## src/source/lstm_pkg.sv

```systemverilog
package lstm_pkg;

	////////////////////////////////////////////////////////////////////////////
	// fixed-point format
	////////////////////////////////////////////////////////////////////////////

	// signed Q8.24 words
	localparam int FX_W    = 32;
	localparam int FX_FRAC = 24;

	// width of a full product before scaling back
	localparam int FX_PROD_W = 2 * FX_W;

	// 1.0 and 0.5 in Q8.24
	localparam logic signed [FX_W-1:0] FX_ONE  = FX_W'(1) <<< FX_FRAC;
	localparam logic signed [FX_W-1:0] FX_HALF = FX_ONE >>> 1;

	////////////////////////////////////////////////////////////////////////////
	// activation selection
	////////////////////////////////////////////////////////////////////////////

	// sigmoid for the i, f, o gates, tanh for the a gate and the state
	typedef enum logic
	{
		ACT_SIGMOID = 1'b0,
		ACT_TANH    = 1'b1
	} act_kind_e;

	////////////////////////////////////////////////////////////////////////////
	// arithmetic
	////////////////////////////////////////////////////////////////////////////

	// Q8.24 multiply, full 64-bit product then arithmetic shift by the
	// fraction width. Taking the slice of the signed product floors toward
	// minus infinity; bits above the 32-bit window are dropped, so the
	// result wraps like the adders do
	function automatic logic signed [FX_W-1:0] fx_mul
	(
		input logic signed [FX_W-1:0] a,
		input logic signed [FX_W-1:0] b
	);
		logic signed [FX_PROD_W-1:0] p;
		p = a * b;
		return p[FX_FRAC +: FX_W];
	endfunction

endpackage

```

## src/source/pwl_act.sv

```systemverilog
`timescale 1ns/1ps

module pwl_act
	import lstm_pkg::*;
#(
	parameter act_kind_e ACT = ACT_SIGMOID
)
(
	input  logic signed [FX_W-1:0] i_x,
	output logic signed [FX_W-1:0] o_y
);

	generate
		if (ACT == ACT_SIGMOID)
		begin : g_sigmoid
			// hard sigmoid, x/4 + 1/2
			logic signed [FX_W-1:0] lin;

			// x/4 stays within range, so the offset cannot wrap
			assign lin = (i_x >>> 2) + FX_HALF;

			// clamp to [0, 1]
			always_comb
			begin
				if (lin < 0)
					o_y = '0;
				else if (lin > FX_ONE)
					o_y = FX_ONE;
				else
					o_y = lin;
			end
		end
		else
		begin : g_tanh
			// hard tanh, identity clamped to [-1, 1]
			always_comb
			begin
				if (i_x > FX_ONE)
					o_y = FX_ONE;
				else if (i_x < -FX_ONE)
					o_y = -FX_ONE;
				else
					o_y = i_x;
			end
		end
	endgenerate

endmodule

```

## config.mk

```make
export PLATFORM = sky130hd
export DESIGN_NAME = pwl_act
export DESIGN_NICKNAME = d
export VERILOG_FILES = /design/src/source/lstm_pkg.sv /design/src/source/pwl_act.sv
export SDC_FILE = /design/constraint.sdc
export NUM_CORES = 1
export LEC_CHECK = 0
export BUFFER_PORTS_ARGS = -buffer_cell sky130_fd_sc_hd__buf_2
export CORE_MARGIN = 2
export CORE_UTILIZATION = 31
export DETAILED_ROUTE_END_ITERATION = 12
export PLACE_DENSITY = 0.8
export REMOVE_ABC_BUFFERS = 1
export SYNTH_ARGS = -nofsm -noshare
export SYNTH_HDL_FRONTEND = slang
export SYNTH_SLANG_ARGS = --single-unit
```

## constraint.sdc

```tcl
create_clock -name vclk -period 1.6
set_input_delay 0.24 -clock vclk [all_inputs]
set_output_delay 0.24 -clock vclk [all_outputs]
set_load 0.02 [all_outputs]
```

== Yosys cells after proc, flatten, opt, wreduce, memory -nomap -nowiden ==
Index checks and enable logic that the tools add are counted.
Storage, ports and cells
  bits in registers: 0
  bits of input ports: 32
Operators by class
  add/sub/neg operators: 1
  magnitude comparators: 2
  mux-type cells: 2
Operators with widths (count)
  $mux 32: 2
  $add 30x25->31 const B: 1
  $gt 31x26->1 const B: 1
  $lt 31x1->1 const B: 1

== Longest topological paths before layout ==
  depth after elaboration: 4
  gate-level depth with buffers: 6

== Worst setup path before layout ==
Ideal clock, no wire load.
  path kind: input to output
  start point: input i_x[25]
  end point: output o_y[0]
  arrival: 1.560 ns
  required time: 1.360 ns
  slack: -0.200 ns
  cell stages on the path: 4
  path through: ha_1 -> nand4_1 -> o31a_1 -> nor3b_1
Between the ends
  cells in the longest elaborated chain, start to end: 4
Ends and longest elaborated chain
  start: declaration: line pwl_act.sv:9  | input logic signed [FX_W-1:0] i_x,
  $add 30x25->31 (*): line pwl_act.sv:20  | assign lin = (i_x >>> 2) + FX_HALF;
  $gt 31x26->1: line pwl_act.sv:27  | else if (lin > FX_ONE)
  $mux 32: line pwl_act.sv:27
  $mux 32 (*): line pwl_act.sv:25  | if (lin < 0)
  end: declaration: line pwl_act.sv:10  | output logic signed [FX_W-1:0] o_y
Every way passes the cells marked *; elsewhere a longest branch is shown, timed or not.

== Worst setup path in the final report ==
  start point: input i_x[10]
  end point: output o_y[16]
Same word-level chain as after synthesis.

==> metrics.txt <==
status complete, but fails checks; failing checks setup timing; largest family of logic cells by synthesized area simple AND/OR/NAND/NOR gates; vias in the first global route 641; FFs & Latches 0; area of the multi-input gates 541.8 um^2; pin count of the biggest net entering global routing 13; Top-Level Pins 64; xor and xnor area share after synthesis 0%; fraction of the mapped netlist area in simple logic gates 73.57%; Avg Inst Size Synth about 8.5 um^2; hold crit path type in2out; synthesized cell area ~530 um^2; met2 wire length ~1200 um; Slew Limit Fails 0; first-pass GRT wire length 2649 um; startpoint types input pin; Via density ~5.3; max cap viols 0; # nets final ~160; die area 0.002040 mm^2; vias 743; DR iter-0 viols 2; M1 wire length 613 um; Remaining DRCs 0; kind of critical path in2out; area leader, netlist nor3b_2; worst path required time 1.36 ns; sequential cell area 0 um^2; Pleak 0.4480 nW; Final Hold Fails 0; Power Dens Cells 206.5 mW/mm^2; post-synth top area share 45.24%; Core Rows 14; cells after synthesis slightly above 60; RSZ-0062 raised after global routing true; Hold EP o_y[17]; startpoint of the worst hold path i_x[19]; Max Fclk approximately 540 MHz; top post-synthesis cells by area nor3b_2 45%, buf_4 13%, nor4_1 7.1%, nor3b_1 5.7%, buf_6 4.3%; Syn. warnings 0; Initial DRT Pass Iterations 4; Hold Crit Depth 3; Filler Cells Inserted 127; Setup TNS -4.738 ns; CP Launch Point i_x[10]; Buffers on Ports 55; core area roughly 0.0015 mm^2; Die Wd 45.17 um; P&R area growth vs syn 99.05%; Routed WL approximately 2000 um; crit-path max FO 6; Netlist cell types 19; global-route usage over all layers 17.06%; Final WS setup -0.2452 ns; Worst EP arrival 1.61 ns; met3 WL 144 um; grt ovf 0; dpl hpwl 1317 um; max layer used met4; complex-gate fraction of the synthesized area a little over 6%; wire per inst about 14 um; Initial Util 34.09%; Antenna Violating Nets Remaining 0; gp weighted congestion 0.6376; Worst setup EP type primary output; Cells after DPL roughly 140; non-filler cells, final 139; n_diodes 0; die height roughly 45 um; dpl ws -0.3288 ns; Final Cycle Share 115.3%; fraction of layout cells with a size suffix above 1 between 70% and 80%; Seq/Total Area, Yosys 0%; final setup vio count 24; total of clock buffers placed in the layout 0; minimum clock period 1.845 ns; VDD IR max around 0.10 mV; initial antenna violation count 0; Post-Synth Adder-Cell Area 2.381%; mux contribution to synthesized area 0%
## cell usage after synthesis
| cell | instances |
|---|---|
| nor3b_2 | 19 |
| buf_4 | 9 |
| nor4_1 | 6 |
| nand3_1 | 4 |
| nor2_1 | 4 |
| nor3b_1 | 4 |
| buf_6 | 2 |
| nand2_1 | 2 |
| nor3_1 | 2 |
| a21o_1 | 1 |
| a21oi_2 | 1 |
| a22oi_1 | 1 |
| and2_0 | 1 |
| conb_1 | 1 |
| ha_1 | 1 |
| nand2b_1 | 1 |
| nand4_1 | 1 |
| nor3_2 | 1 |
| o31a_1 | 1 |
## worst max path at each step
stage               slack (ns)  depth (start not counted)       to
detailed placement       -0.33                          7  o_y[15]
floorplan                -0.68                          5   o_y[0]
global route             -0.32                          7   o_y[0]
global placement         -0.29                          7  o_y[14]
finish                   -0.25                          7  o_y[16]
CTS                      -0.22                          7   o_y[5]
## per-stage QoR
stage                     hold slack, ns  total power [mW]  area, um^2  utilization, %
after floorplan                   0.5313           0.08049       457.9               -
after global placement            0.8510            0.1554       813.3           52.76
after detailed placement          0.8526            0.1609       813.3           52.76
after CTS                         0.8428            0.1994       993.5           64.45
after global routing              0.8666            0.2310        1046           67.86
final                             0.8402            0.2160        1046           67.86
## kinds of logic after synthesis
family,count (synthesis)
and+or+nand+nor,45
other,1
AOI/OAI and AO/OA,4
adders and majority gates,1
buffers and inverters,11
## power by group
part	leakage, nW	switching (mW)	internal, mW
clock network	0	0	0
registers	0	0	0
logic	0.448	0.111	0.105
total	0.448	0.111	0.105
## cell type report
cell class,count,area share (%)
Timing Repair Buffer,66,46.29
Multi-Input combinational cell,57,51.79
Tap cell,16,1.914
## what timing repair did
action	4_1_cts	5_1_grt
setup buffers	0	1
resized for setup	42	10
hold buffers	0	0
gates cloned	2	0
setup endpoints to repair	24	24
pin swaps	27	11
## cells in the final DEF, fill, tap and decap left out
master / synthesis / routed
conb_1: 1 / 7
nor4_1: 6 / 1
buf_8: 0 / 1
nand2_1: 2 / 2
buf_2: 0 / 24
a21oi_2: 1 / 1
a22oi_1: 1 / 1
o31a_1: 1 / 1
nand3_1: 4 / 4
nor3_2: 1 / 1
ha_4: 0 / 1
a21o_1: 1 / 1
nand4_1: 1 / 1
nor3_1: 2 / 2
buf_6: 2 / 11
and2_4: 0 / 1
nand2b_1: 1 / 1
buf_4: 9 / 30
nor4_4: 0 / 2
nor3b_2: 19 / 23
nor4_2: 0 / 3
nor2_1: 4 / 4
## layer usage
metal | GRT usage (%) | vias to the layer above
met5 | 0 | -
met4 | 3.529 | 0
met3 | 0 | 2
met2 | 37.14 | 46
met1 | 17.38 | 351
li1 | - | 344
## worst max-delay path: stages
cell     delay [ns]
buf_2          0.11
nor4_2         0.25
nand2_1        0.10
o31a_1         0.39
buf_6          0.17
nor3b_2        0.18
buf_4          0.16
(Power assumes the default switching activity.)
